File: config.mk
export PLATFORM = sky130hd
export DESIGN_NAME = dsp_cmd_decode
export DESIGN_NICKNAME = d
export VERILOG_FILES = /design/src/hdl/mcbsp_link_pkg.sv /design/src/hdl/dsp_cmd_decode.sv
export SDC_FILE = /design/constraint.sdc
export NUM_CORES = 1
export LEC_CHECK = 0
export ABC_CLOCK_PERIOD_IN_PS = 2200
export BUFFER_PORTS_ARGS = -buffer_cell sky130_fd_sc_hd__buf_2
export CORE_MARGIN = 2
export CORE_UTILIZATION = 45
export CTS_CLUSTER_DIAMETER = 120
export DETAILED_ROUTE_END_ITERATION = 10
export GPL_ROUTABILITY_DRIVEN = 0
export HOLD_SLACK_MARGIN = 0.12
export PLACE_DENSITY_LB_ADDON = 0.05
export SLEW_MARGIN = 20
export SYNTH_ARGS = -nofsm -noshare
export SYNTH_HDL_FRONTEND = slang
export SYNTH_SLANG_ARGS = --single-unit
File: constraint.sdc
create_clock -name mcbsp0_slaver_clkx -period 2.2 [get_ports mcbsp0_slaver_clkx]
set_input_delay 0.11 -clock mcbsp0_slaver_clkx [delete_from_list [all_inputs] [get_ports mcbsp0_slaver_clkx]]
set_output_delay 0.11 -clock mcbsp0_slaver_clkx [all_outputs]
set_load 0.01 [all_outputs]
File: src/hdl/mcbsp_link_pkg.sv
package mcbsp_link_pkg;

  //////////////////////////////
  // received word views
  //////////////////////////////

  typedef struct packed {
    logic [15:0] tag;   // upper half
    logic [15:0] code;  // lower half
  } cmd_fields_t;

  // one link word, read as payload or as a command
  typedef union packed {
    logic [31:0] raw;
    cmd_fields_t cmd;
  } dsp_word_u;

  typedef struct packed {
    logic      strobe;  // one cycle per complete word
    dsp_word_u word;
  } rx_word_t;

  //////////////////////////////
  // decoder side bundles
  //////////////////////////////

  typedef struct packed {
    logic coarse;
    logic fine;
    logic fine_data;
    logic decode_data;
    logic coarse_data;
    logic tx_data;
  } cmd_flags_t;

  typedef struct packed {
    logic coarse;
    logic fine;
  } sync_arm_t;

  typedef logic [2:0] step_t;  // steps 0..7

  // command codes from the dsp
  localparam logic [15:0] CMD_STEP_TAG    = 16'hAAAA;
  localparam logic [31:0] CMD_PART_SYN    = 32'hAAAA_AAAA;
  localparam logic [31:0] CMD_FINE_DATA   = 32'h6666_6666;
  localparam logic [31:0] CMD_DECODE_DATA = 32'h5555_5555;
  localparam logic [31:0] CMD_LOSE        = 32'h1111_1111;
  localparam logic [31:0] CMD_COARSE_ARM  = 32'h4444_4444;
  localparam logic [31:0] CMD_FINE_ARM    = 32'h3333_3333;
  localparam logic [31:0] CMD_TX_BEGIN    = 32'h6666_9999;

endpackage

File: src/hdl/dsp_cmd_decode.sv
module dsp_cmd_decode
  import mcbsp_link_pkg::*;
(
  input  logic       mcbsp0_slaver_clkx,
  input  logic       cfg_rst,
  input  rx_word_t   rx,
  output logic       send_start,
  output step_t      send_step,
  output logic       part_syn_start,
  output logic       lose,
  output logic       dsp_start_send,
  output cmd_flags_t flags,
  output sync_arm_t  arm,
  output logic       tx_begin
);

  dsp_word_u w;
  logic      is_step;

  assign w = rx.word;

  // step n is AAAA_nnnn with n in 0..7
  assign is_step = (w.cmd.tag == CMD_STEP_TAG) &&
                   (w.cmd.code == {4{w.cmd.code[3:0]}}) &&
                   !w.cmd.code[3];

  //////////////////////////////
  // decode and pulse
  //////////////////////////////

  always_ff @(posedge mcbsp0_slaver_clkx or posedge cfg_rst) begin
    if (cfg_rst) begin
      send_start     <= 1'b0;
      send_step      <= '0;
      part_syn_start <= 1'b0;
      lose           <= 1'b0;
      dsp_start_send <= 1'b0;
      flags          <= '0;
      arm            <= '0;
      tx_begin       <= 1'b0;
    end else begin
      // pulses default low, step and start_send hold
      send_start     <= 1'b0;
      part_syn_start <= 1'b0;
      lose           <= 1'b0;
      flags          <= '0;
      arm            <= '0;
      tx_begin       <= 1'b0;
      if (rx.strobe) begin
        if (is_step) begin
          send_start <= 1'b1;
          send_step  <= w.cmd.code[2:0];
        end else begin
          case (w.raw)
            CMD_PART_SYN: begin
              send_start        <= 1'b1;
              part_syn_start    <= 1'b1;
              send_step         <= '0;
              flags.coarse_data <= 1'b1;
            end
            CMD_FINE_DATA: begin
              send_start      <= 1'b1;
              flags.fine_data <= 1'b1;
            end
            CMD_DECODE_DATA: begin
              send_start        <= 1'b1;
              flags.decode_data <= 1'b1;
            end
            CMD_LOSE: lose <= 1'b1;
            CMD_COARSE_ARM: begin
              arm.coarse   <= 1'b1;
              flags.coarse <= 1'b1;
            end
            CMD_FINE_ARM: begin
              arm.fine   <= 1'b1;
              flags.fine <= 1'b1;
            end
            CMD_TX_BEGIN: begin
              tx_begin       <= 1'b1;
              flags.tx_data  <= 1'b1;
              dsp_start_send <= 1'b1;  // sticky until reset
            end
            default: ;  // plain payload, nothing to do
          endcase
        end
      end
    end
  end

endmodule

==> metrics.md <==
| Metric | Value |
|---|---|
| Run status | complete, no violations |
| Final antenna-violating net count | 0 |
| RSZ-0062 raised after global routing | no |
| I/O pin count | just over 50 |
| Synthesis-stage register bit count | 12 |
| PD cells | 413 nW/um2 |
| Top cells by area, synth | dfrtp_1 35%, or4_1 12%, nand4_1 5.2% |
| DRC viols | 0 |
| Final Hold Vio Count | 0 |
| Maxcap violations | 0 |
| Synth warn | 0 |
| Tcrit/Tclk final | 78.8% |
| Max stage delay on crit path | approximately 0.61 ns |
| Distinct cells, synth | 31 |
| Via density | 6.01 |
| Routed vias | approximately 1,000 |
| Total gr overflow | 0 |
| Buffers & Inverters on Critical Path | 1 |
| Worst-Skew Late Latency | between 0.2 and 0.3 ns |
| HP Start | rx[16] |
| Pin slew with the least headroom to its limit | 0.422 ns |
| Gate Count Post-Synth | 94 |
| LEAKAGE | between 0.5 and 0.6 nW |
| Final Setup Violations | 0 |
| Crit path max fanout | 11 |
| CTS tree | built |
| Worst Hold Class | in2reg |
| Vias in the first global route | around 850 |
| Post-route setup TNS | 0 ns |
| FF-to-FF Start | send_step[0] |
| CP Launch Point | rx[16] |
| Req. time, crit path | between 2 and 2.5 ns |
| Die area | roughly 2200 um2 |
| Routed wire length | 2.13 mm |
| Layout Area Growth over Synthesis | 34.3% |
| 1st-iter DRT viols | 15 |
| Root buffer selected by CTS | clkbuf_4 |
| Clock skew | 0 ns |
| CP Launch Type | input port |
| Worst path top cell family by delay | simple AND/OR/NAND/NOR gates |
| Final nets | 179 |
| DP HPWL | ~1.8 mm |
| Htree depth | 1 |
| Largest net degree at the start of global routing | 13 |
| Initial antenna violation count | 0 |
| CP arrival | 1.88 ns |
| Worst-path cell chain | buf_2, or4_1, nor4b_2, and4_1, o21ai_0 |
| CP Capture Type | register |
| Clock transition at path regs | 0.08 ns |
| Sequential-to-total area share from yosys stat | around 35% |
| Inserted Diodes | 0 |
| Chip Width | roughly 47 um |
| Clock Path Buffers | 2 |
| Die H | ~47 um |
| Global-route wire length before repair | roughly 3.4 mm |
| PortBufs | 50 |
| Syn Nets | 129 |
| Post-layout minimum cycle time | between 1.5 and 2 ns |
| Max VDD drop | ~190 uV |
| TritonCTS Buffers | 3 |
| Core Util, Final | about 65% |
| Drt wl/cell | around 13 um |
| Core area | ~1700 um2 |
| Clk sink count | 12 |
| Slew headroom | a little under three quarters |
| Mapped Area | about 850 um2 |
| Max Slew Vio Count | 0 |
| Rows | 15 |
| Initial Util | 48.5% |
| Post-CTS sizing | 0 |
| Layout cell share with drive strength beyond 1 | 42.0% |
| Crit Path Category | in2reg |
| Worst path slowest cell | or4_1 |
| F_max | 577 MHz |
| Synthesized area per cell | 9.01 um2 |
| Total track usage | 21.4% |
| Post-synth top area share | a little over a third |
| Initial DRT Pass Iterations | 4 |
| Largest area contributor in the netlist | dfrtp_1 |
-- worst register-to-register path: stages, from the launching register on --
cell and delay [ns]:
dfrtp_1 0.39, nor2b_1 0.14, a41oi_1 0.17, o21ai_0 0.11
-- per-layer routing --
metal	track usage, %	up-vias	routed length [um]
met5	0	-	0
met4	14.4	0	75
met3	1.92	9	168
met2	36.2	54	1050
met1	25.3	461	835
li1	-	486	-
-- final cells by class --
cell class,instances,area (um2)
Clock buffer,4,36.3
Fill cell,167,608
Inverter,3,11.3
Multi-Input combinational cell,72,490
Sequential cell,12,300
Tap cell,25,31.3
Timing Repair Buffer,52,268
-- state kept, by name (all words and copies together) (netlist names) --
| signal | count |
|---|---|
| dsp_start_send | 1 |
| flags | 4 |
| lose | 1 |
| arm | 2 |
| send_start | 1 |
| send_step | 3 |
-- worst paths after layout --
path | end | slack, ns | cells after the start
worst max register to register | send_step[0] | 1.25 | 3
max in group asynchronous | send_step[0] | 1.54 | 3
worst max-delay path | send_step[0] | 0.47 | 5
min in group asynchronous | send_step[1] | 0.36 | 3
worst min-delay path | arm[0] | 0.18 | 4
worst min register to register | dsp_start_send | 0.47 | 2
-- power breakdown --
group / switching (mW) / internal [mW] / leakage [nW]
Clock: 0.0750 / 0.101 / 0.0210
Sequential: 0.00000000162 / 0.220 / 0.163
Combinational: 0.0393 / 0.0348 / 0.333
-- logic make-up (layout without fill, tap and decap cells) --
| family | count (synthesis) | in the layout | synth area share [%] |
|---|---|---|---|
| flops | 12 | 12 | 35.5 |
| compound gates | 19 | 19 | 16.3 |
| simple gates | 52 | 52 | 40.6 |
| xor+xnor | 1 | 1 | 1.03 |
| buf+inv | 10 | 59 | 6.65 |
-- placed cells by master (no fill, tap or decap), types with 2 or more instances in the layout --
cell,netlist,layout
o21ba_2,2,2
and4_1,2,2
inv_1,2,2
clkbuf_4,0,3
nand2_1,5,5
nor2b_1,3,3
nor4_1,7,7
nand4_1,7,7
o21ai_0,6,6
buf_2,3,50
a41oi_1,3,3
dfrtp_1,12,12
nor3_1,5,5
nor2_1,3,3
or4_1,14,14
-- cell usage after synthesis, drive strengths merged --
cell	number
a2111oi	1
a211oi	1
a21boi	1
a21o	1
a22oi	1
a31oi	1
a41oi	3
and3	1
and4	2
buf	7
clkinv	1
dfrtp	12
inv	2
nand2	5
nand4	7
nand4b	1
nor2	3
nor2b	3
nor3	6
nor4	7
nor4b	1
o2111ai	1
o21ai	6
o21ba	2
o31ai	1
or2	1
or4	14
or4b	1
xor2	1
-- metrics by stage --
stage	std cells	total power, mW	setup slack, ns	hold WS [ns]	area, um2
after global routing	168	0.491	0.326	0.207	1140
after global placement	163	0.294	0.244	0.110	1090
final	168	0.470	0.466	0.176	1140
after floorplan	94	0.252	0.429	-0.0253	847
after detailed placement	163	0.297	0.182	0.129	1090
after CTS	168	0.470	0.469	0.177	1140
-- what timing repair did --
action,in CTS,in global routing
hold endpoints to repair,12,0
hold buffers,1,0
buffers inserted,0,0
Note: power is estimated with default switching activity, not from simulation.
