File: src/hdl/mcbsp_link_pkg.sv
package mcbsp_link_pkg;

  //////////////////////////////
  // received word views
  //////////////////////////////

  typedef struct packed {
    logic [15:0] tag;   // upper half
    logic [15:0] code;  // lower half
  } cmd_fields_t;

  // one link word, read as payload or as a command
  typedef union packed {
    logic [31:0] raw;
    cmd_fields_t cmd;
  } dsp_word_u;

  typedef struct packed {
    logic      strobe;  // one cycle per complete word
    dsp_word_u word;
  } rx_word_t;

  //////////////////////////////
  // decoder side bundles
  //////////////////////////////

  typedef struct packed {
    logic coarse;
    logic fine;
    logic fine_data;
    logic decode_data;
    logic coarse_data;
    logic tx_data;
  } cmd_flags_t;

  typedef struct packed {
    logic coarse;
    logic fine;
  } sync_arm_t;

  typedef logic [2:0] step_t;  // steps 0..7

  // command codes from the dsp
  localparam logic [15:0] CMD_STEP_TAG    = 16'hAAAA;
  localparam logic [31:0] CMD_PART_SYN    = 32'hAAAA_AAAA;
  localparam logic [31:0] CMD_FINE_DATA   = 32'h6666_6666;
  localparam logic [31:0] CMD_DECODE_DATA = 32'h5555_5555;
  localparam logic [31:0] CMD_LOSE        = 32'h1111_1111;
  localparam logic [31:0] CMD_COARSE_ARM  = 32'h4444_4444;
  localparam logic [31:0] CMD_FINE_ARM    = 32'h3333_3333;
  localparam logic [31:0] CMD_TX_BEGIN    = 32'h6666_9999;

endpackage

File: src/hdl/sync_pos_capture.sv
module sync_pos_capture
  import mcbsp_link_pkg::*;
(
  input  logic        mcbsp0_slaver_clkx,
  input  logic        cfg_rst,
  input  rx_word_t    rx,
  input  sync_arm_t   arm,
  output logic [31:0] coarse_syn_pos,
  output logic [31:0] fine_syn_pos,
  output logic        coarse_end,
  output logic        fine_end
);

  // bit 1 coarse, bit 0 fine
  logic [1:0] arm_v;
  logic [1:0] armed;
  logic [1:0] hit;

  assign arm_v = {arm.coarse, arm.fine};
  assign hit   = armed & {2{rx.strobe}};  // first word after arming

  always_ff @(posedge mcbsp0_slaver_clkx or posedge cfg_rst) begin
    if (cfg_rst) begin
      armed <= '0;
    end else begin
      armed <= (armed & ~hit) | arm_v;
    end
  end

  // channels are independent, one word may close both
  always_ff @(posedge mcbsp0_slaver_clkx or posedge cfg_rst) begin
    if (cfg_rst) begin
      coarse_syn_pos <= '0;
      fine_syn_pos   <= '0;
      coarse_end     <= 1'b0;
      fine_end       <= 1'b0;
    end else begin
      coarse_end <= hit[1];
      fine_end   <= hit[0];
      if (hit[1]) coarse_syn_pos <= rx.word.raw;
      if (hit[0]) fine_syn_pos   <= rx.word.raw;
    end
  end

endmodule

File: config.mk
export PLATFORM = sky130hd
export DESIGN_NAME = sync_pos_capture
export DESIGN_NICKNAME = d
export VERILOG_FILES = /design/src/hdl/mcbsp_link_pkg.sv /design/src/hdl/sync_pos_capture.sv
export SDC_FILE = /design/constraint.sdc
export NUM_CORES = 1
export LEC_CHECK = 0
export ABC_AREA = 0
export BUFFER_PORTS_ARGS = -buffer_cell sky130_fd_sc_hd__buf_2
export CAP_MARGIN = 5
export CORE_AREA = 2 2 74 76
export CTS_CLUSTER_SIZE = 8
export DETAILED_ROUTE_END_ITERATION = 12
export DIE_AREA = 0 0 76 78
export GPL_TIMING_DRIVEN = 0
export PLACE_DENSITY = 0.82
export SYNTH_ARGS = -nofsm -noshare
export SYNTH_HDL_FRONTEND = slang
export SYNTH_SLANG_ARGS = --single-unit
File: constraint.sdc
create_clock -name mcbsp0_slaver_clkx -period 3.1 [get_ports mcbsp0_slaver_clkx]
set_clock_uncertainty 0.15 [all_clocks]
set_input_delay 0.31 -clock mcbsp0_slaver_clkx [delete_from_list [all_inputs] [get_ports mcbsp0_slaver_clkx]]
set_output_delay 0.31 -clock mcbsp0_slaver_clkx [all_outputs]
set_load 0.01 [all_outputs]
==> metrics.csv, run 1 <==
metric,value,unit
required time of the critical path,3470,ps
Pwr per Cell Area,632,nW/um^2
H-tree depth reported by CTS,3,
Clock Tree Buf Depth,2,
Tightest Pin Transition,678,ps
Die W,76,um
"most common cell after layout, fill and taps aside",buf_2,
placed instance area,3150,um^2
relative slew slack,54.8,%
global route total overflow,0,
largest net degree at the start of global routing,37,
Synth Cell Area,2530,um^2
drt drc,0,
final slew viol count,0,
maxcap violations,0,
final worst-path cycle share,45.1,%
Lkg Pwr,1.64,nW
clk_lat worst skew,320,ps
Total GRT Usage,18.1,%
cts bufs inserted,9,
"Reg clk slew, reported paths",60,ps
Worst Setup End Kind,async pin,
worst hold path type,input port to flop,
Tot Pwr,2.10,mW
synthesized area per cell,17.3,um^2
post-synthesis sequential area ratio,67.2,%
WS Path Type,input port to async pin,
drt pass-1 iters,2,
Fin Setup TNS,0,ps
CTS tree,done,
height of the die,78,um
status,completed,
total number of vias,1590,
Peak Freq,0.715,GHz
Total Wirelength,4.78,mm
I/O Buffers,102,
CTS root buf,clkbuf_8,
Final min period,1400,ps
Via density,4.73,
starting density of the core,50.2,%
Die ar.,5930,um^2
final setup fails,0,
fin area,3320,um^2
critical-path cell list,"dlygate4sd3_1, buf_2, inv_2, buf_12",
RSZ-0062 raised after global routing,false,
Routed wire per std cell,14.2,um
initial antenna violation count,0,
area delta synth->final,31.2,%
Max stage delay on crit path,530,ps
Hold Fails Final Rpt,0,
Yosys cell types,6,
worst vdd ir,0.444,mV
register bit count reported by yosys,68,
Syn Inst Count,146,
"commonest non-fill, non-tap cells in the layout","buf_2, dfrtp_1, mux2_2",
share of cells above drive strength 1,70.7,%
"Warnings, synthesis",0,
syn_nets,183,
number of clock sinks,68,
crit path DAT,1770,ps
Nets,298,
first-pass GRT wire length,8.16,mm
Core ar.,5040,um^2
# IOs,103,
Routed Antenna Nets,0,
Iteration-0 DRC Markers,52,
GP Congestion,0.709,
vias in the first global route,1731,
Core Rows,26,
startpoint types,input port,
CP max FO,36,
slowest CP cell,dlygate4sd3_1,
half-perimeter wire length after placement,3.51,mm
antenna diode count,0,
## power by group
| group | switching, mW | total (mW) | internal, mW |
|---|---|---|---|
| Sequential | 0.0586 | 1.07 | 1.02 |
| Clock | 0.296 | 0.607 | 0.311 |
| Combinational | 0.196 | 0.418 | 0.222 |
| Total | 0.551 | 2.10 | 1.55 |
## cell type report
type,count,area (um^2)
repair buffers,104,541
flip-flops and latches,68,1700
fillers,369,1720
plain buffers,6,67.6
clock inverters,2,10.0
clock buffers,14,153
multi-input cells,68,748
well taps,70,87.6
inverters,4,15.0
## sequential cells by signal (all words and copies together), names as in the netlist
name,count
coarse_end,1
armed,2
fine_syn_pos,32
coarse_syn_pos,32
fine_end,1
## cell families after synthesis
family,synth area share [%]
compound gates,0.593
buf+inv,3.26
flops,67.2
mux,28.5
simple gates,0.494
## routing by layer
| metal | routed length, um | global-route usage (%) | vias to the layer above |
|---|---|---|---|
| met5 | 0 | 0 | - |
| met4 | 95 | 9.82 | 0 |
| met3 | 317 | 5.93 | 10 |
| met2 | 2310 | 28.0 | 60 |
| met1 | 2050 | 22.7 | 782 |
| li1 | - | - | 738 |
## final timing paths
check,from,end,slack (ps),cells past startpoint
setup / recovery,cfg_rst,fine_syn_pos[9],1700,4
hold / removal,arm[0],armed[0],20,2
setup reg to reg,armed[1],coarse_syn_pos[21],1750,3
hold reg to reg,fine_syn_pos[6],fine_syn_pos[6],350,1
max in group mcbsp0_slaver_clkx,armed[1],coarse_syn_pos[21],1750,3
min in group asynchronous,cfg_rst,coarse_syn_pos[13],490,3
## worst max-delay path: cells and delay by family
family,cells,cell delay (ps)
buffers and inverters,4,1440
## synth_stat cells (all sizes together)
cell type / number / area share, %
buf: 6 / 2.7
mux2: 64 / 28
nand2: 2 / 0.49
dfrtp: 68 / 67
inv: 4 / 0.59
a21o: 2 / 0.59
## timing repair
action | CTS | global route
gates resized for setup | 0 | 0
hold buffers | 1 | 0
setup endpoints to repair | 0 | 0
endpoints found under the hold margin | 32 | 0
buffers inserted | 0 | 0
## through the flow
step / setup slack, ps / utilization [%] / hold WS [ps] / instances
2_1_floorplan: 928 / - / 252 / 146
3_3_place_gp: 157 / 62.1 / 331 / 318
3_5_place_dp: 1680 / 62.5 / 304 / 319
4_1_cts: 1650 / 65.9 / 13.7 / 336
5_1_grt: 1550 / 65.9 / 8.66 / 336
6_report: 1700 / 65.9 / 24.1 / 336
Note: power is estimated with default switching activity, not from simulation.
==> run 2: changes to the inputs <==
--- a/config.mk
+++ b/config.mk
@@ -5,15 +5,15 @@
 export SDC_FILE = /design/constraint.sdc
 export NUM_CORES = 1
 export LEC_CHECK = 0
-export ABC_AREA = 0
+export ABC_AREA = 1
 export BUFFER_PORTS_ARGS = -buffer_cell sky130_fd_sc_hd__buf_2
 export CAP_MARGIN = 5
-export CORE_AREA = 2 2 74 76
+export CORE_AREA = 2 2 78 80
 export CTS_CLUSTER_SIZE = 8
 export DETAILED_ROUTE_END_ITERATION = 12
-export DIE_AREA = 0 0 76 78
+export DIE_AREA = 0 0 80 82
 export GPL_TIMING_DRIVEN = 0
-export PLACE_DENSITY = 0.82
+export PLACE_DENSITY = 0.77
 export SYNTH_ARGS = -nofsm -noshare
 export SYNTH_HDL_FRONTEND = slang
 export SYNTH_SLANG_ARGS = --single-unit
==> constraint.sdc (replaced) <==
create_clock -name mcbsp0_slaver_clkx -period 1.3 [get_ports mcbsp0_slaver_clkx]
set_clock_uncertainty 0.15 [all_clocks]
set_input_delay 0.13 -clock mcbsp0_slaver_clkx [delete_from_list [all_inputs] [get_ports mcbsp0_slaver_clkx]]
set_output_delay 0.13 -clock mcbsp0_slaver_clkx [all_outputs]
set_load 0.01 [all_outputs]
==> metrics.csv, run 2 <==
metric,value,unit
height of the die,82,um
initial antenna violation count,0,
mux contribution to synthesized area,0,%
simple-gate share of the synthesized area,30.3,%
antenna diode count,0,
total number of vias,2537,
"most common cell after layout, fill and taps aside",nand2_1,
"commonest non-fill, non-tap cells in the layout","nand2_1, buf_2, dfrtp_1",
relative slew slack,51.0,%
xor and xnor fraction of the mapped netlist area,0,%
Total GRT Usage,23.1,%
synthesized area per cell,9.20,um^2
Max stage delay on crit path,350,ps
I/O Buffers,102,
Seq. cell area,1700,um^2
P_sw,1.46,mW
Nets,477,
CP bufs+invs,2,
Final min period,1210,ps
Pwr per Cell Area,1340,nW/um^2
Synth Area in Adders,0,%
top-count cell post-synth,nand2_1,
area delta synth->final,44.2,%
Routed wire per std cell,13.6,um
register bit count reported by yosys,68,
largest net degree at the start of global routing,40,
Peak Freq,0.824,GHz
starting density of the core,46.4,%
required time of the critical path,1410,ps
share of cells above drive strength 1,31.5,%
clk_lat worst skew,320,ps
H-tree depth reported by CTS,3,
maxcap violations,0,
top cell type's share of synthesized area,63.8,%
Syn Inst Count,290,
Multi-input gate area,828,um^2
Clock Tree Buf Depth,2,
Main synth FF type,dfrtp_1,
"Core Util, Final",67.0,%
CTS tree,done,
Core ar.,5750,um^2
main combinational cell family by area after synthesis,simple AND/OR/NAND/NOR gates,
global route total overflow,0,
cts bufs inserted,9,
fillers,496,
GP Congestion,0.807,
crit path DAT,1330,ps
synth cell count leaders,"nand2_1, dfrtp_1, nand3_1",
drt pass-1 iters,4,
slowest CP cell,dfrtp_1,
Seq pwr share,49.0,%
Largest regs,"coarse_syn_pos: 32 flops, fine_syn_pos: 32 flops, armed: 2 flops",
final worst-path cycle share,93.3,%
Fin Setup TNS,0,ps
# IOs,103,
top post-synthesis cells by area,"dfrtp_1, nand2_1, nand3_1, buf_2, buf_4",
Routed Antenna Nets,0,
worst hold path type,input port to flop,
CP max FO,10,
startpoint types,flop,
Iteration-0 DRC Markers,159,
WS Path Type,flop to flop,
syn_nets,327,
CTS root buf,clkbuf_8,
Hold Fails Final Rpt,0,
top cell family by delay on the critical path,buffers and inverters,
Synth Area in Compound Gates,0.563,%
Total Wirelength,7.09,mm
vias in the first global route,2535,
post-synthesis sequential area ratio,63.8,%
Yosys cell types,8,
"area leader, netlist",dfrtp_1,
Synth Cell Area,2670,um^2
"Warnings, synthesis",0,
number of clock sinks,68,
RSZ-0062 raised after global routing,false,
Clk pwr share,30.6,%
Die ar.,6560,um^2
final slew viol count,0,
half-perimeter wire length after placement,4.73,mm
share of power burned in combinational logic,20.4,%
Via density,4.88,
Worst Setup End Kind,flop,
Lkg Pwr,2.18,nW
Sw Share,28.4,%
internal cell power,3.69,mW
Core Rows,28,
Die W,80,um
critical-path cell list,"buf_2, nand2_2, buf_4, nand2_1, nand2_1",
"EDFF count, synth",0,
Tightest Pin Transition,730,ps
status,completed,
first-pass GRT wire length,11.5,mm
worst vdd ir,0.739,mV
final setup fails,0,
"most used cell, CP",nand2_1,
Async SR Flop Fraction,100,%
"Reg clk slew, reported paths",60,ps
drt drc,0,
-- run 2: cell count changes in the layout (fill, tap and decap cells not counted), sizes merged, moves of 2 or more --
cell / delta
nand2: +128
a21o: -2
buf: +12
clkinvlp: +2
clkbuf: +4
o21bai: +2
dlygate4sd3: +34
mux2: -64
nand3: +64
-- run 2: final cells by class --
cell class                      count  share of cell area (%)
Sequential cell                    68                    44.2
Timing Repair Buffer              138                    22.9
Multi-Input combinational cell    196                    21.5
Clock buffer                       15                    4.59
Buffer                             21                    3.48
Tap cell                           75                    2.44
Inverter                            5                   0.585
Clock inverter                      1                   0.130
Timing Repair inverter              1                   0.130
-- run 2: cells by family after synthesis --
| logic type | after synthesis |
|---|---|
| flops | 68 |
| buf+inv | 26 |
| simple gates | 194 |
| compound gates | 2 |
-- run 2: power by group through the flow --
stage | Combinational, mW | Sequential, mW | Clock [mW]
detailed placement | 0.969 | 2.56 | 0
global placement | 0.944 | 2.55 | 0
finish | 1.05 | 2.52 | 1.58
floorplan | 0.378 | 2.68 | 0
CTS | 1.05 | 2.52 | 1.61
global route | 1.18 | 2.55 | 1.70
-- run 2: final timing paths --
path                                      end                from  depth (start not counted)  slack (ps)
max                        coarse_syn_pos[24]            armed[1]                          5          90
min                          fine_syn_pos[23]              rx[32]                          4          70
max reg2reg                coarse_syn_pos[24]            armed[1]                          5          90
min reg2reg                coarse_syn_pos[12]  coarse_syn_pos[12]                          2         320
max in group asynchronous     fine_syn_pos[3]             cfg_rst                          4         280
min in group asynchronous  coarse_syn_pos[29]             cfg_rst                          3         220
-- run 2: worst min-delay path: stages --
cell,delay [ps]
buf_2,140
nand2_2,120
nand2_1,70
nand2_1,40
-- run 2: per-layer routing --
metal	vias up	share of wire [%]	track usage, %
li1	1222	-	-
met2	102	48	39.1
met3	14	5.9	3.85
met5	-	0	0
met1	1199	44	29.1
met4	0	2.1	11.0
-- run 2: what timing repair did --
item	in CTS	in global routing
endpoints found under the hold margin	95	0
hold buffers	35	0
endpoints found under the setup margin	6	99
setup buffers	0	0
pin swaps	0	0
gates resized for setup	1	6
gates cloned	0	1
-- run 2: through the flow --
step / area, um^2 / total power, mW / setup WS [ps] / hold slack [ps] / std cells
after global placement: 3280 / 3.49 / -208 / 176 / 467
final: 3850 / 5.15 / 87.1 / 65.4 / 520
after floorplan: 2670 / 3.06 / 201 / 93.8 / 290
after detailed placement: 3300 / 3.53 / 1.73 / 118 / 468
after CTS: 3830 / 5.18 / -12.3 / 89.4 / 519
after global routing: 3850 / 5.43 / 4.02 / 87.5 / 520
==> run 3: changes to the inputs <==
--- a/config.mk
+++ b/config.mk
@@ -8,12 +8,12 @@
 export ABC_AREA = 1
 export BUFFER_PORTS_ARGS = -buffer_cell sky130_fd_sc_hd__buf_2
 export CAP_MARGIN = 5
-export CORE_AREA = 2 2 78 80
+export CORE_AREA = 2 2 75 77
 export CTS_CLUSTER_SIZE = 8
 export DETAILED_ROUTE_END_ITERATION = 12
-export DIE_AREA = 0 0 80 82
+export DIE_AREA = 0 0 77 79
 export GPL_TIMING_DRIVEN = 0
-export PLACE_DENSITY = 0.77
+export PLACE_DENSITY = 0.83
 export SYNTH_ARGS = -nofsm -noshare
 export SYNTH_HDL_FRONTEND = slang
 export SYNTH_SLANG_ARGS = --single-unit
==> constraint.sdc (replaced) <==
create_clock -name mcbsp0_slaver_clkx -period 1.4 [get_ports mcbsp0_slaver_clkx]
set_clock_uncertainty 0.15 [all_clocks]
set_input_delay 0.14 -clock mcbsp0_slaver_clkx [delete_from_list [all_inputs] [get_ports mcbsp0_slaver_clkx]]
set_output_delay 0.14 -clock mcbsp0_slaver_clkx [all_outputs]
set_load 0.01 [all_outputs]
==> metrics.csv, run 3 (synthesis gave the netlist of run 2 again) <==
metric,value,unit
Die W,77,um
Nets,477,
first-pass GRT wire length,11.9,mm
# IOs,103,
Pwr per Cell Area,1230,nW/um^2
H-tree depth reported by CTS,3,
vias in the first global route,2502,
Iteration-0 DRC Markers,230,
drt pass-1 iters,4,
CP bufs+invs,2,
largest net degree at the start of global routing,36,
post-CTS setup buffer count,0,
initial antenna violation count,0,
slowest CP cell,dfrtp_1,
"Reg clk slew, reported paths",70,ps
fillers,422,
maxcap violations,0,
Core Rows,27,
Die ar.,6080,um^2
height of the die,79,um
starting density of the core,50.0,%
Clock Tree Buf Depth,2,
final slew viol count,0,
crit path DAT,1350,ps
Via density,4.94,
Worst Setup End Kind,flop,
"most common cell after layout, fill and taps aside",nand2_1,
WS Path Type,flop to flop,
fin cells,517,
Core ar.,5340,um^2
Largest regs,"coarse_syn_pos: 32 flops, fine_syn_pos: 32 flops, armed: 2 flops",
area delta synth->final,43.3,%
worst vdd ir,0.780,mV
RSZ-0062 raised after global routing,false,
Critical Path Start,armed[0],
Total Wirelength,7.31,mm
share of cells above drive strength 1,31.2,%
antenna diode count,0,
clk_lat worst skew,310,ps
number of clock sinks,68,
Routed wire per std cell,14.1,um
cts bufs inserted,9,
final setup fails,0,
worst hold margin,79.8,ps
final worst-path cycle share,88.6,%
CTS tree,done,
relative slew slack,43.7,%
Lkg Pwr,2.17,nW
critical-path cell list,"buf_2, nand2_2, clkbuf_4, nand2_1, nand2_1",
Tot Pwr,4.69,mW
reg2reg start,armed[0],
Peak Freq,0.806,GHz
CP max FO,10,
Total GRT Usage,24.8,%
I/O Buffers,102,
startpoint types,flop,
Final min period,1240,ps
GP Congestion,0.840,
Hold Fails Final Rpt,0,
"Core Util, Final",71.6,%
Max stage delay on crit path,350,ps
drt drc,0,
Tightest Pin Transition,840,ps
half-perimeter wire length after placement,4.69,mm
required time of the critical path,1510,ps
total number of vias,2552,
status,completed,
worst hold path type,input port to flop,
HP Start,rx[32],
Routed Antenna Nets,0,
CTS root buf,clkbuf_8,
"most used cell, CP",nand2_1,
"commonest non-fill, non-tap cells in the layout","nand2_1, buf_2, dfrtp_1",
Post-Place Cells,465,
top cell family by delay on the critical path,buffers and inverters,
global route total overflow,0,
## run 3: changes by cell type in the layout (fill, tap and decap cells not counted)
cell,before,now
buf_4,10,8
clkbuf_8,12,10
buf_2,110,111
clkbuf_1,4,5
clkbuf_4,2,3
clkinv_2,1,2
## run 3: area by class of cell
class	instances	area (um^2)	area share, %
flip-flops and latches	68	1700	44.5
clock buffers	14	153	3.99
repair inverters	1	5.00	0.131
inverters	5	22.5	0.589
well taps	72	90.1	2.36
clock inverters	2	10.0	0.262
multi-input cells	196	828	21.7
repair buffers	138	881	23.0
plain buffers	21	131	3.44
## run 3: worst reg2reg max path: stages (launching register included)
cell	delay [ps]
dfrtp_1	350
buf_2	160
nand2_2	130
clkbuf_4	230
nand2_1	90
nand2_1	60
## run 3: metal layers
metal  up-vias  share of wire (%)  wire length, um  global-route usage, %
met1      1233                 43             3160                   33.5
met4         0                1.4               99                   8.21
met5         -                  0                0                      0
met2        86                 50             3680                   40.8
li1       1223                  -                -                      -
met3        10                4.9              358                   4.66
## run 3: stage by stage
| stage | cell area, um^2 | worst slack (ps) | TNS [ps] |
|---|---|---|---|
| after global placement | 3270 | -92.4 | -6020 |
| final | 3820 | 160 | 0 |
| after CTS | 3800 | 48.3 | 0 |
| after floorplan | 2670 | 301 | 0 |
| after detailed placement | 3290 | 63.5 | 0 |
| after global routing | 3820 | 76.3 | 0 |
## run 3: what timing repair did
action                     CTS  global route
hold buffers                35             0
resized for setup            0             5
hold endpoints to repair    99             0
setup endpoints to repair    0            26
## run 3: worst paths after layout
check	depth (start not counted)	endpoint	slack, ps
worst min register to register	2	coarse_syn_pos[2]	320
worst min-delay path	4	fine_syn_pos[23]	80
worst max-delay path	5	fine_syn_pos[1]	160
min in group asynchronous	3	coarse_syn_pos[22]	250
max in group asynchronous	3	fine_syn_pos[21]	310
worst max register to register	5	fine_syn_pos[1]	160
## run 3: power breakdown
part	leakage, nW	switching [mW]	internal [mW]
registers	0.832	0.130	2.21
clock network	0.0844	0.670	0.690
logic	1.25	0.564	0.423
total	2.17	1.36	3.33
