`config.mk`:
```
export PLATFORM = sky130hd
export DESIGN_NAME = mcbsp_frame_rx
export DESIGN_NICKNAME = d
export VERILOG_FILES = /design/src/hdl/mcbsp_link_pkg.sv /design/src/hdl/mcbsp_frame_rx.sv
export SDC_FILE = /design/constraint.sdc
export NUM_CORES = 1
export LEC_CHECK = 0
export BUFFER_PORTS_ARGS = -buffer_cell sky130_fd_sc_hd__buf_2
export CORE_ASPECT_RATIO = 1.4
export CORE_UTILIZATION = 45
export CTS_CLUSTER_DIAMETER = 80
export DETAILED_ROUTE_END_ITERATION = 10
export GPL_ROUTABILITY_DRIVEN = 0
export PLACE_DENSITY = 0.7
export SYNTH_ARGS = -nofsm -noshare
export SYNTH_HDL_FRONTEND = slang
export SYNTH_SLANG_ARGS = --single-unit
```
`constraint.sdc`:
```
create_clock -name mcbsp0_slaver_clkx -period 3.61 [get_ports mcbsp0_slaver_clkx]
set_input_delay 0.722 -clock mcbsp0_slaver_clkx [delete_from_list [all_inputs] [get_ports mcbsp0_slaver_clkx]]
set_output_delay 0.722 -clock mcbsp0_slaver_clkx [all_outputs]
set_load 0.05 [all_outputs]
```
`src/hdl/mcbsp_link_pkg.sv`:
```
package mcbsp_link_pkg;

  //////////////////////////////
  // received word views
  //////////////////////////////

  typedef struct packed {
    logic [15:0] tag;   // upper half
    logic [15:0] code;  // lower half
  } cmd_fields_t;

  // one link word, read as payload or as a command
  typedef union packed {
    logic [31:0] raw;
    cmd_fields_t cmd;
  } dsp_word_u;

  typedef struct packed {
    logic      strobe;  // one cycle per complete word
    dsp_word_u word;
  } rx_word_t;

  //////////////////////////////
  // decoder side bundles
  //////////////////////////////

  typedef struct packed {
    logic coarse;
    logic fine;
    logic fine_data;
    logic decode_data;
    logic coarse_data;
    logic tx_data;
  } cmd_flags_t;

  typedef struct packed {
    logic coarse;
    logic fine;
  } sync_arm_t;

  typedef logic [2:0] step_t;  // steps 0..7

  // command codes from the dsp
  localparam logic [15:0] CMD_STEP_TAG    = 16'hAAAA;
  localparam logic [31:0] CMD_PART_SYN    = 32'hAAAA_AAAA;
  localparam logic [31:0] CMD_FINE_DATA   = 32'h6666_6666;
  localparam logic [31:0] CMD_DECODE_DATA = 32'h5555_5555;
  localparam logic [31:0] CMD_LOSE        = 32'h1111_1111;
  localparam logic [31:0] CMD_COARSE_ARM  = 32'h4444_4444;
  localparam logic [31:0] CMD_FINE_ARM    = 32'h3333_3333;
  localparam logic [31:0] CMD_TX_BEGIN    = 32'h6666_9999;

endpackage

```
`src/hdl/mcbsp_frame_rx.sv`:
```
module mcbsp_frame_rx
  import mcbsp_link_pkg::*;
(
  input  logic     mcbsp0_slaver_clkx,
  input  logic     cfg_rst,
  input  logic     fsx,
  input  logic     mosi,
  output rx_word_t rx
);

  logic [31:0] shreg;    // msb first
  logic [4:0]  bit_cnt;  // bits taken so far in this word
  logic        busy;
  logic        strobe;

  //////////////////////////////
  // serial shift
  //////////////////////////////

  // fsx edge carries the msb, so shift on it as well
  always_ff @(posedge mcbsp0_slaver_clkx) begin
    if (fsx || busy) begin
      shreg <= {shreg[30:0], mosi};
    end
  end

  //////////////////////////////
  // bit count and word strobe
  //////////////////////////////

  always_ff @(posedge mcbsp0_slaver_clkx or posedge cfg_rst) begin
    if (cfg_rst) begin
      busy    <= 1'b0;
      bit_cnt <= '0;
      strobe  <= 1'b0;
    end else begin
      strobe <= 1'b0;
      if (fsx) begin  // sync mid-word restarts
        busy    <= 1'b1;
        bit_cnt <= 5'd1;
      end else if (busy) begin
        bit_cnt <= bit_cnt + 5'd1;
        if (bit_cnt == 5'd31) begin  // bit 0 lands on this edge
          busy   <= 1'b0;
          strobe <= 1'b1;
        end
      end
    end
  end

  // shreg is stable for the whole strobe cycle
  assign rx = {strobe, shreg};

endmodule

```
==> results.txt, run 1 <==
* Total of buffers placed on input and output ports: 36
- GRT Util Overall: 0.129
- Fill cells in the final layout number around 230.
- DIE HEIGHT: 66.4 um
* Register cell area after layout: roughly 0.0011 mm^2
- Setup TNS after final layout: 0 ps
- Depth of the most critical reg-to-reg path: 1
- Total overflow reported by the global router: 0
* Number of pins with negative max-slew slack in the final report: 0
- Final Hold Vio Count: 0
- Detailed-router iteration count before antenna repair: 3
* Library cell used as clock root buffer: sky130_fd_sc_hd__clkbuf_8
- Once detailed placement completed, the half-perimeter wirelength came to around 1200 um.
- Leaving out fill and tap cells, the most frequent cells in the layout are sky130_fd_sc_hd__buf_2, sky130_fd_sc_hd__edfxtp_1, sky130_fd_sc_hd__dfrtp_1, sky130_fd_sc_hd__clkbuf_8, sky130_fd_sc_hd__nor2_1.
* Run status: complete, no violations
- Number of levels in the clock H-tree: 2
* Leading cell type in the layout, fill and taps excluded: sky130_fd_sc_hd__buf_2
- For this configuration, the core starts out at a cell density of 0.469.
* Worst supply voltage drop on vdd: 323 uV
- Sequential share of the synthesized area: 0.851
- Number of buffers inserted to repair setup after CTS: 0
* First-pass GRT wire length: 2510 um
* Width of the chip: 48.0 um
- The completed layout was analyzed and its total power is ~900 uW.
- Boundary pin count: 37
* Largest driver fanout on the critical path: 2
* Combinational Power Share: 0.115
- Residual DRC: 0
- Switching component of the power: approximately 240 uW
- Final worst clock skew: 4.25 ps
- In the post-synthesis netlist, the biggest area contributors are sky130_fd_sc_hd__edfxtp_1, sky130_fd_sc_hd__dfrtp_1, sky130_fd_sc_hd__ha_1, sky130_fd_sc_hd__nand4_4, sky130_fd_sc_hd__mux2i_1.
* CTS tree: done
- Required time at the worst-slack endpoint: 2890 ps
- After clock tree synthesis, the clock-pin slew on the worst setup and hold paths is 70 ps.
* Power per cell area: 557 mW/mm^2
* Die area: 0.00319 mm^2
- Worst endpoint data arrival time: 930 ps
- The number of clock buffers added by TritonCTS is 5.
- Startpoint-to-endpoint class of the critical path: flop to output pin
- Setup violations remaining at the end of the flow were counted as 0.
- The routed layout has 652 vias.
- Element type at the critical path end: output pin
- Dividing the detail-routed via count by the number of cells gives 4.59.
- Synthesis inferred 39 register bits.
- Core Area: 0.00285 mm^2
- Average routed wire per standard cell: around 13 um
* Cell leakage power: around 0.00071 uW
- Clock tree synthesis found a total of 39 sinks.
- In this run, post-CTS repair resized a total of 0 instances.
* Number of rows in the core area: 23
- Kind of cell adding the most delay to the critical path: flip-flops
- # nets final: 110
- For the pin with the worst max-slew slack, the measured transition is 694 ps.
- Routed wire length: 1800 um
* Crit path buffers/inverters: 1
* Number of nets with antenna violations after routing: 0
* Number of max-cap violations: 0
- Maximum cell stage delay along the critical path: 410 ps
- Synthesized cell area: 0.00134 mm^2
- In the finished design, the share of the clock period the worst path needs comes to 0.458.
* Net switching share of the total power: 0.264
- The area growth from synthesis to layout is 21.3%.
- The clock passes through at most 2 buffers.
- Count of hold-fix buffers inserted at cts: 0
- Register share of total power: 0.583
- Distinct cell type count of the synthesized netlist: 20
- The slowest stage of the critical path belongs to the cell sky130_fd_sc_hd__edfxtp_1.
* Antenna fix cells: 0
- Mapped Avg Cell Area: 20.9 um^2
- Worst slew margin relative to its limit: 0.537
* Sort of element at the start of the critical path: flop
- Unrepaired setup endpoints after global routing: no
- Area share of the largest cell type after synthesis: 0.720
- The clock reaches the later pin of the worst-skew pair after 280 ps.
* Worst hold-check path type: input pin to async pin
- Total nets after synthesis: 70
- The Yosys step of the flow raised 0 warnings.
- Number of cells produced by synthesis: between 60 and 70
* Critical Path, Cell by Cell: buf_2
- The multi-input combinational cells in the finished layout cover a total of 165 um^2.
- Number of logic stages on the critical path including buffering: 1
* Achievable clock frequency: 0.605 GHz
- P_int: about 660 uW
- Time the final worst path needs with I/O delays and setup: 1650 ps
- Cell type contributing the most total cell area after synthesis: sky130_fd_sc_hd__edfxtp_1
- The number of antenna violations at the first check in global routing was 0.
* Maximum number of pins on one net before global-route repair: 33
- Proportion of layout cells with a drive suffix above 1: 0.467
- Part of the power in the clock network: 0.303
- The via count of the first global-routing pass is 521.
- Number of DRC markers after the initial detailed-route iteration: 11
==> cell families (layout without fill, tap and decap cells) <==
kind of cell               Yosys count  count (layout)  synth area share
DFF                                 39              39             0.851
and+or+nand+nor                     11              11            0.0544
buffers and inverters                5              46            0.0253
AOI/OAI and AO/OA                    3               3            0.0178
muxes                                3               3            0.0262
adders and majority gates            2               2            0.0187
xor gates and xnor gates             1               1           0.00656
==> power groups by stage <==
stage               Sequential (uW)  Clock (uW)  Combinational (uW)
global placement                534           0                 104
floorplan                       603           0                12.6
CTS                             526         285                 104
global route                    529         300                 109
finish                          525         273                 104
detailed placement              535           0                 104
==> cell usage after synthesis <==
master,number
sky130_fd_sc_hd__mux2i_1,2
sky130_fd_sc_hd__and3_1,1
sky130_fd_sc_hd__or2_2,1
sky130_fd_sc_hd__inv_1,2
sky130_fd_sc_hd__nand3b_1,1
sky130_fd_sc_hd__a21oi_1,1
sky130_fd_sc_hd__edfxtp_1,32
sky130_fd_sc_hd__a21o_2,1
sky130_fd_sc_hd__nand2b_1,1
sky130_fd_sc_hd__buf_6,1
sky130_fd_sc_hd__nand2_1,1
sky130_fd_sc_hd__nand4_4,1
sky130_fd_sc_hd__a21bo_2,1
sky130_fd_sc_hd__nor2b_1,1
sky130_fd_sc_hd__dfrtp_1,7
sky130_fd_sc_hd__mux2_4,1
sky130_fd_sc_hd__xnor2_1,1
sky130_fd_sc_hd__ha_1,2
sky130_fd_sc_hd__buf_4,2
sky130_fd_sc_hd__nor2_1,4
==> state kept, by name, summed over array words and instances, names as in the netlist <==
name / cells
bit_cnt: 5
busy: 1
shreg: 32
strobe: 1
==> per-stage QoR <==
stage | hold slack [ps] | worst slack, ps | instance area (um^2) | instances | util
after detailed placement | 431 | 1700 | 1540 | 134 | 0.539
after floorplan | 493 | 1900 | 1340 | 64 | -
after CTS | 351 | 1930 | 1620 | 142 | 0.568
after global placement | 433 | 1760 | 1540 | 134 | 0.539
after global routing | 360 | 1900 | 1620 | 142 | 0.568
final | 351 | 1960 | 1620 | 142 | 0.568
==> worst paths after layout <==
check | end | startpoint | slack, ps
setup / recovery | rx[23] | shreg[23] | 1960
hold / removal | strobe | cfg_rst | 350
setup reg to reg | shreg[12] | busy | 2040
hold reg to reg | shreg[3] | shreg[2] | 450
max in group asynchronous | bit_cnt[1] | cfg_rst | 3050
min in group mcbsp0_slaver_clkx | shreg[3] | shreg[2] | 450
==> layout make-up <==
cell class,instances,area share
sequential,39,0.702
clock inverter,3,0.00927
multi-input combinational,20,0.102
timing repair buffer,36,0.111
inverter,2,0.00464
clock buffer,5,0.0425
tap,37,0.0286
==> routing by layer <==
| layer | vias to the layer above | GRT usage | wire length [um] |
|---|---|---|---|
| met4 | 0 | 0.0938 | 37 |
| met5 | - | 0 | 0 |
| met3 | 4 | 0.0738 | 111 |
| li1 | 312 | - | - |
| met1 | 307 | 0.168 | 866 |
| met2 | 29 | 0.155 | 787 |
Note: power is estimated with default switching activity, not from simulation.
==> inputs of run 2 (changes only) <==
==> constraint.sdc (replaced) <==
create_clock -name mcbsp0_slaver_clkx -period 1.65 [get_ports mcbsp0_slaver_clkx]
set_input_delay 0.33 -clock mcbsp0_slaver_clkx [delete_from_list [all_inputs] [get_ports mcbsp0_slaver_clkx]]
set_output_delay 0.33 -clock mcbsp0_slaver_clkx [all_outputs]
set_load 0.05 [all_outputs]
==> run 2 against run 1 <==
- utilization grew 1.4 points
- clock skew down 0.68 ps
- wire length increased by 6.0%
==> results.txt, run 2 (synthesis gave the netlist of run 1 again) <==
- Leading registers by flop count: shreg (32), bit_cnt (5) (unchanged).
- Hold Path Sink: shreg[0]
* Clock-pin slew of the registers on the worst-case setup and hold paths: 70 ps (about the same)
* Sort of element at the start of the critical path: flop (unchanged)
- Unrepaired setup endpoints after global routing: no (unchanged).
* GRT Util Overall: 0.134 (was 0.129)
* Clk_lat worst skew: 280 ps (about the same)
- The initial standard-cell utilization of the core was 0.469 (unchanged).
- Timing would allow up to 0.688 GHz.
- The CTS tree was done (unchanged).
- Highest-count cells in the layout ignoring fill and taps: sky130_fd_sc_hd__buf_2, sky130_fd_sc_hd__edfxtp_1, sky130_fd_sc_hd__dfrtp_1, sky130_fd_sc_hd__clkbuf_8, sky130_fd_sc_hd__nor2_1 (unchanged).
- The worst IR drop on VDD is 818 uV (was 323 uV).
- Antenna fix cells: 0 (unchanged)
* Max reg flops: 32 (unchanged)
- The total vias in the final route came to 673 (was 652).
- Worst reg2reg path endpoint: bit_cnt[4] (was shreg[12])
- Transition at the pin with the smallest max-transition slack: 708 ps (was 694 ps)
- The cell area power density came to 1280 mW/mm^2 (was 557 mW/mm^2).
- Worst slew margin relative to its limit: 0.528 (was 0.537)
- Cell leakage power: 0.000725 uW (was 0.000709 uW)
* Detailed-router iteration count before antenna repair: 4 (was 3)
- Width of the chip: 48.0 um (unchanged)
- Leading cell type in the layout, fill and taps excluded: sky130_fd_sc_hd__buf_2 (unchanged)
- The die area came to 0.00319 mm^2 (unchanged).
- Depth of the most critical reg-to-reg path: 5 (was 1)
* Worst hold-check path type: input pin to flop (was input pin to async pin)
* Number of gates resized after cts: 0 (unchanged)
* Number of max-cap violations: 0 (unchanged)
- The DRC violation count after routing is 0 (unchanged).
* Total overflow reported by the global router: 0 (unchanged)
* Top register by number of flip-flops: shreg (unchanged)
- The root cell of the clock tree was sky130_fd_sc_hd__clkbuf_8 (unchanged).
* Core Area: 0.00285 mm^2 (unchanged)
* Layout overhead on the synthesized area: 24.4% (was 21.3%)
- The final setup violation count came to 0 (unchanged).
* Number of rows in the core area: 23 (unchanged)
* Average routed wire per standard cell: 13.3 um (was 12.7 um)
- Along the worst hold path, the cell count comes to 1.
- Final Hold Vio Count: 0 (unchanged)
- Via count of the first global-routing pass: 638 (was 521)
- The placed wire-length estimate is 1360 um (was 1210 um).
* Required time at the worst-slack endpoint: 1820 ps (was 2890 ps)
- The number of buffers added on ports is 36 (unchanged).
* Startpoint-to-endpoint class of the critical path: flop to flop (was flop to output pin)
- Number of pins with negative max-slew slack in the final report: 0 (unchanged)
- The number of setup buffers added after CTS is 0 (unchanged).
- The level count of the clock H-tree was 2 (unchanged).
* Proportion of layout cells with a drive suffix above 1: 0.458 (was 0.467)
* # nets final: 112 (was 110)
- Worst endpoint data arrival time: 1630 ps (was 930 ps)
- Number of nets with antenna violations after routing: 0 (unchanged)
- Run status: complete, no violations (unchanged)
- The reg-to-reg critical path startpoint was bit_cnt[0] (was busy).
* Clock Sink Count: 39 (unchanged)
* Initial antenna violation count: 0 (unchanged)
- The critical path capture point type is a flop (was output pin).
* Number of buffers added by the clock tree synthesis step: 5 (unchanged)
* Number of vias per cell after detailed routing: 4.67 (was 4.59)
* Final clock period utilization by the worst path: 0.882
- Largest driver fanout on the critical path: 3 (was 2)
* Number of DRC markers after the initial detailed-route iteration: 24 (was 11)
- The worst clock skew on the final layout is 3.57 ps (was 4.25 ps).
- Time the final worst path needs with I/O delays and setup: 1450 ps
- The utilization after layout came to 0.583 (was 0.568).
- Cell count after placement: 135 (was 134)
- Setup TNS after final layout: 0 ps (unchanged)
- The post-detailed-routing wire length is 1910 um (was 1800 um).
- R2r setup slk: 200 ps (was 2040 ps)
* Boundary pin count: 37 (unchanged)
* First-pass GRT wire length: 2800 um (was 2510 um)
- Maximum number of pins on one net before global-route repair: 33 (unchanged)
- DIE HEIGHT: 66.4 um (unchanged)
- Min-delay src: mosi
- Maximum root-to-sink buffer count: 2 (unchanged)
- Count of placed standard cells in the final layout, fillers left out: 144 (was 142)
* Final hold slack: 223 ps (was 351 ps)
- Overall power consumption: 2130 uW (was 902 uW)
## run 2: cell count changes in the layout (fill, tap and decap cells not counted), sizes merged
cell	before	now
buf	36	37
bufinv	0	1
clkinv	3	2
dlygate4sd3	0	1
## run 2: cell type report
type | instances | area, um^2
fillers | 230 | 1190
repair buffers | 38 | 198
clock inverters | 3 | 38.8
multi-input cells | 20 | 165
flip-flops and latches | 39 | 1140
well taps | 37 | 46.3
inverters | 2 | 7.51
clock buffers | 5 | 68.8
## run 2: worst max path at each step
| stage | end | slack (ps) | startpoint |
|---|---|---|---|
| floorplan | bit_cnt[4] | 300 | bit_cnt[0] |
| global placement | shreg[2] | 180 | fsx |
| detailed placement | shreg[2] | 150 | fsx |
| CTS | bit_cnt[4] | 180 | bit_cnt[0] |
| global route | bit_cnt[4] | 110 | bit_cnt[0] |
| finish | bit_cnt[4] | 200 | bit_cnt[0] |
## run 2: metrics by stage
step | setup slack, ps | cell area (um^2)
final | 195 | 1660
after global routing | 107 | 1660
after detailed placement | 147 | 1540
after floorplan | 301 | 1340
after CTS | 176 | 1660
after global placement | 178 | 1540
## run 2: per-layer routing
metal	wire length, um	vias to the layer above	global-route usage
met5	0	-	0
met2	951	31	0.213
met1	816	319	0.145
met4	42	0	0.0729
li1	-	318	-
met3	100	5	0.0574
## run 2: worst max-delay path, stage by stage (launching register included)
cell and delay [ps]:
sky130_fd_sc_hd__dfrtp_1 440, sky130_fd_sc_hd__ha_1 250, sky130_fd_sc_hd__and3_1 190, sky130_fd_sc_hd__ha_1 260, sky130_fd_sc_hd__mux2i_1 140, sky130_fd_sc_hd__nor2_1 60
## run 2: power breakdown
group | internal (uW) | switching [uW] | leakage (uW) | total (uW)
sequential | 1120 | 31.4 | 0.000426 | 1150
combinational | 47.5 | 183 | 0.000243 | 230
clock | 442 | 306 | 0.0000556 | 749
total | 1610 | 520 | 0.000725 | 2130
## run 2: repair_timing
action	CTS	global route
endpoints found under the hold margin	7	0
setup endpoints to repair	0	0
hold buffers	1	0
==> inputs of run 3 (changes only) <==
--- a/config.mk
+++ b/config.mk
@@ -5,7 +5,7 @@
 export SDC_FILE = /design/constraint.sdc
 export NUM_CORES = 1
 export LEC_CHECK = 0
-export BUFFER_PORTS_ARGS = -buffer_cell sky130_fd_sc_hd__buf_2
+export BUFFER_PORTS_ARGS = -buffer_cell sky130_fd_sc_hd__buf_4
 export CORE_ASPECT_RATIO = 1.4
 export CORE_UTILIZATION = 45
 export CTS_CLUSTER_DIAMETER = 80
==> run 3 against run 2 <==
- sequential share of layout area decreased by 3.5 points
- flip-flop and latch count unchanged
- final area increased by 5.4%
- sequential power about the same
==> results.txt, run 3 (synthesis gave the netlist of run 1 again) <==
- The count of antenna-violating nets left after detailed routing is 0 (unchanged).
* Worst supply voltage drop on vdd: 781 uV (was 818 uV)
* Worst endpoint data arrival time: 1610 ps (was 1630 ps)
* Total of buffers placed on input and output ports: 36 (unchanged)
- The floorplan row count came to 23 (unchanged).
- The via count of the first global-routing pass came to 609 (was 638).
* Die area: 0.00319 mm^2 (unchanged)
- The biggest cell delay along the critical path was 430 ps (was 440 ps).
* Net switching share of the total power: 0.240 (was 0.245)
* Critical Path, Cell by Cell: ha_1 > and3_1 > ha_1 > mux2i_1 > nor2_1 (unchanged)
* Time the final worst path needs with I/O delays and setup: 1430 ps (was 1450 ps)
- Pre-CTS worst setup slack: 186 ps (was 147 ps)
* Standard cell with the maximum stage delay on the critical path: sky130_fd_sc_hd__dfrtp_1 (unchanged)
- Worst hold-check path type: input pin to flop (unchanged)
- The largest register by flop count was shreg (unchanged).
- Initial antenna violation count: 0 (unchanged)
- Final worst clock skew: 3.52 ps (was 3.57 ps)
- Maximum root-to-sink buffer count: 2 (unchanged)
* CTS tree: done (unchanged)
- Endpoints failing setup: 0 (unchanged)
- Worst setup margin: 220 ps (was 195 ps)
* Antenna fix cells: 0 (unchanged)
- The standard cell core area came to 0.00285 mm^2 (unchanged).
- Achievable clock frequency: 0.699 GHz (was 0.688 GHz)
- The total routing usage reported by global routing is 0.136 (was 0.134).
* Layout overhead on the synthesized area: 31.1% (was 24.4%)
* Leading registers by flop count: shreg (32), bit_cnt (5) (unchanged)
- The number of flip-flops in the largest register is 32 (unchanged).
- Clock Sink Count: 39 (unchanged)
- The first-pass GRT wire length was 2770 um (was 2800 um).
- The overflow left after global routing came to 0 (unchanged).
- Width of the chip: 48.0 um (unchanged)
* Crit-path most repeated cell: sky130_fd_sc_hd__ha_1 (unchanged)
* Maximum number of pins on one net before global-route repair: 33 (unchanged)
- Number of max-cap violations: 0 (unchanged)
* Leading cell type in the layout, fill and taps excluded: sky130_fd_sc_hd__buf_4 (was sky130_fd_sc_hd__buf_2)
* Number of gates resized after cts: 0 (unchanged)
- Largest driver fanout on the critical path: 3 (unchanged)
- Cell leakage power: 0.000756 uW (was 0.000725 uW)
- The max-slew violation count came to 0 (unchanged).
- The initial standard-cell utilization of the core is 0.469 (unchanged).
- Number of vias per cell after detailed routing: 4.71 (was 4.67)
- Multi-input combinational cell area: 165 um^2 (unchanged)
* Transition at the pin with the smallest max-transition slack: 702 ps (was 708 ps)
* Final clock period utilization by the worst path: 0.867 (was 0.882)
* Setup TNS after final layout: 0 ps (unchanged)
- Number of levels in the clock H-tree: 2 (unchanged)
- Overall power consumption: 2150 uW (was 2130 uW)
- Element type at the critical path end: flop (unchanged)
- The cell-internal power is 1630 uW (was 1610 uW).
* Register cell area after layout: 0.00114 mm^2 (unchanged)
* Highest-count cells in the layout ignoring fill and taps: sky130_fd_sc_hd__buf_4, sky130_fd_sc_hd__edfxtp_1, sky130_fd_sc_hd__dfrtp_1, sky130_fd_sc_hd__clkbuf_8, sky130_fd_sc_hd__nor2_1 (was sky130_fd_sc_hd__buf_2, sky130_fd_sc_hd__edfxtp_1, sky130_fd_sc_hd__dfrtp_1, sky130_fd_sc_hd__clkbuf_8, sky130_fd_sc_hd__nor2_1)
- The share of power burned in combinational logic was 0.119 (was 0.108).
- Unrepaired setup endpoints after global routing: no (unchanged)
* # nets final: 112 (unchanged)
- Routed wire length: 1890 um (was 1910 um)
* Required time at the worst-slack endpoint: 1830 ps (was 1820 ps)
* Startpoint-to-endpoint class of the critical path: flop to flop (unchanged)
- The DRC violation count after routing was 0 (unchanged).
- The nature of the critical path startpoint was a flop (unchanged).
- Average routed wire per standard cell: 13.1 um (was 13.3 um)
- Worst slew margin relative to its limit: 0.532 (was 0.528)
- The share of power burned in registers came to 0.535 (was 0.540).
- The share of final-layout standard cells stronger than drive strength 1 came to 0.458 (unchanged).
- The layout filler cell count was 215 (was 230).
* Detailed-router iteration count before antenna repair: 4 (unchanged)
- Library cell used as clock root buffer: sky130_fd_sc_hd__clkbuf_8 (unchanged)
- The placed wire-length estimate is 1310 um (was 1360 um).
- Clk_lat worst skew: 280 ps (about the same)
- Power per cell area: 1230 mW/mm^2 (was 1280 mW/mm^2)
- Number of DRC markers after the initial detailed-route iteration: 19 (was 24)
- DIE HEIGHT: 66.4 um (unchanged)
* Switching component of the power: 516 uW (was 520 uW)
- The count of pins on the block boundary came to 37 (unchanged).
* Final Hold Vio Count: 0 (unchanged)
- Count of placed standard cells in the final layout, fillers left out: 144 (unchanged)
* Part of the power in the clock network: 0.346 (was 0.352)
- The clock slew seen by the registers of the worst setup and hold paths came to 70 ps (about the same).
* Run status: complete, no violations (unchanged)
- The TritonCTS buffer count was 5 (unchanged).
* Total number of vias: 678 (was 673)
* Cell count after placement: 135 (unchanged)
## run 3: metrics by stage
step | util | area, um^2 | hold slack [ps]
floorplan | - | 1340 | 133
global placement | 0.573 | 1630 | 282
detailed placement | 0.573 | 1630 | 292
CTS | 0.614 | 1750 | 217
global route | 0.614 | 1750 | 207
finish | 0.614 | 1750 | 224
## run 3: worst max-delay path: cells and delay by family (launching register included)
family | cells | cell delay, ps
adders and majority gates | 2 | 510
DFF | 1 | 430
muxes | 1 | 140
and+or+nand+nor | 2 | 250
## run 3: routing by layer
layer	global-route usage	vias up	part of all wire
met1	0.158	327	0.43
met4	0.0833	0	0.022
li1	-	317	-
met5	0	-	0
met2	0.196	29	0.49
met3	0.0656	5	0.061
## run 3: timing repair
action	in CTS	in global routing
hold buffers	1	0
buffers inserted	0	0
endpoints found under the hold margin	7	0
## run 3: area by class of cell
cell class	instances	share of cell area
Clock buffer	5	0.0393
Clock inverter	3	0.0222
Inverter	2	0.00429
Multi-Input combinational cell	20	0.0944
Sequential cell	39	0.649
Tap cell	37	0.0264
Timing Repair Buffer	38	0.164
## run 3: worst paths after layout
kind / depth (start not counted) / slack, ps / startpoint / end
max: 5 / 220 / bit_cnt[0] / bit_cnt[4]
max reg2reg: 5 / 220 / bit_cnt[0] / bit_cnt[4]
max in group asynchronous: 3 / 890 / cfg_rst / bit_cnt[0]
min reg2reg: 0 / 450 / shreg[21] / shreg[22]
min: 1 / 220 / mosi / shreg[0]
min in group asynchronous: 3 / 540 / cfg_rst / bit_cnt[4]
## run 3: power by group through the flow
| stage | combinational (uW) | sequential (uW) | clock (uW) |
|---|---|---|---|
| 2_1_floorplan | 27.6 | 1320 | 0 |
| 3_3_place_gp | 255 | 1170 | 0 |
| 3_5_place_dp | 255 | 1170 | 0 |
| 4_1_cts | 257 | 1150 | 766 |
| 5_1_grt | 268 | 1160 | 804 |
| 6_report | 255 | 1150 | 744 |
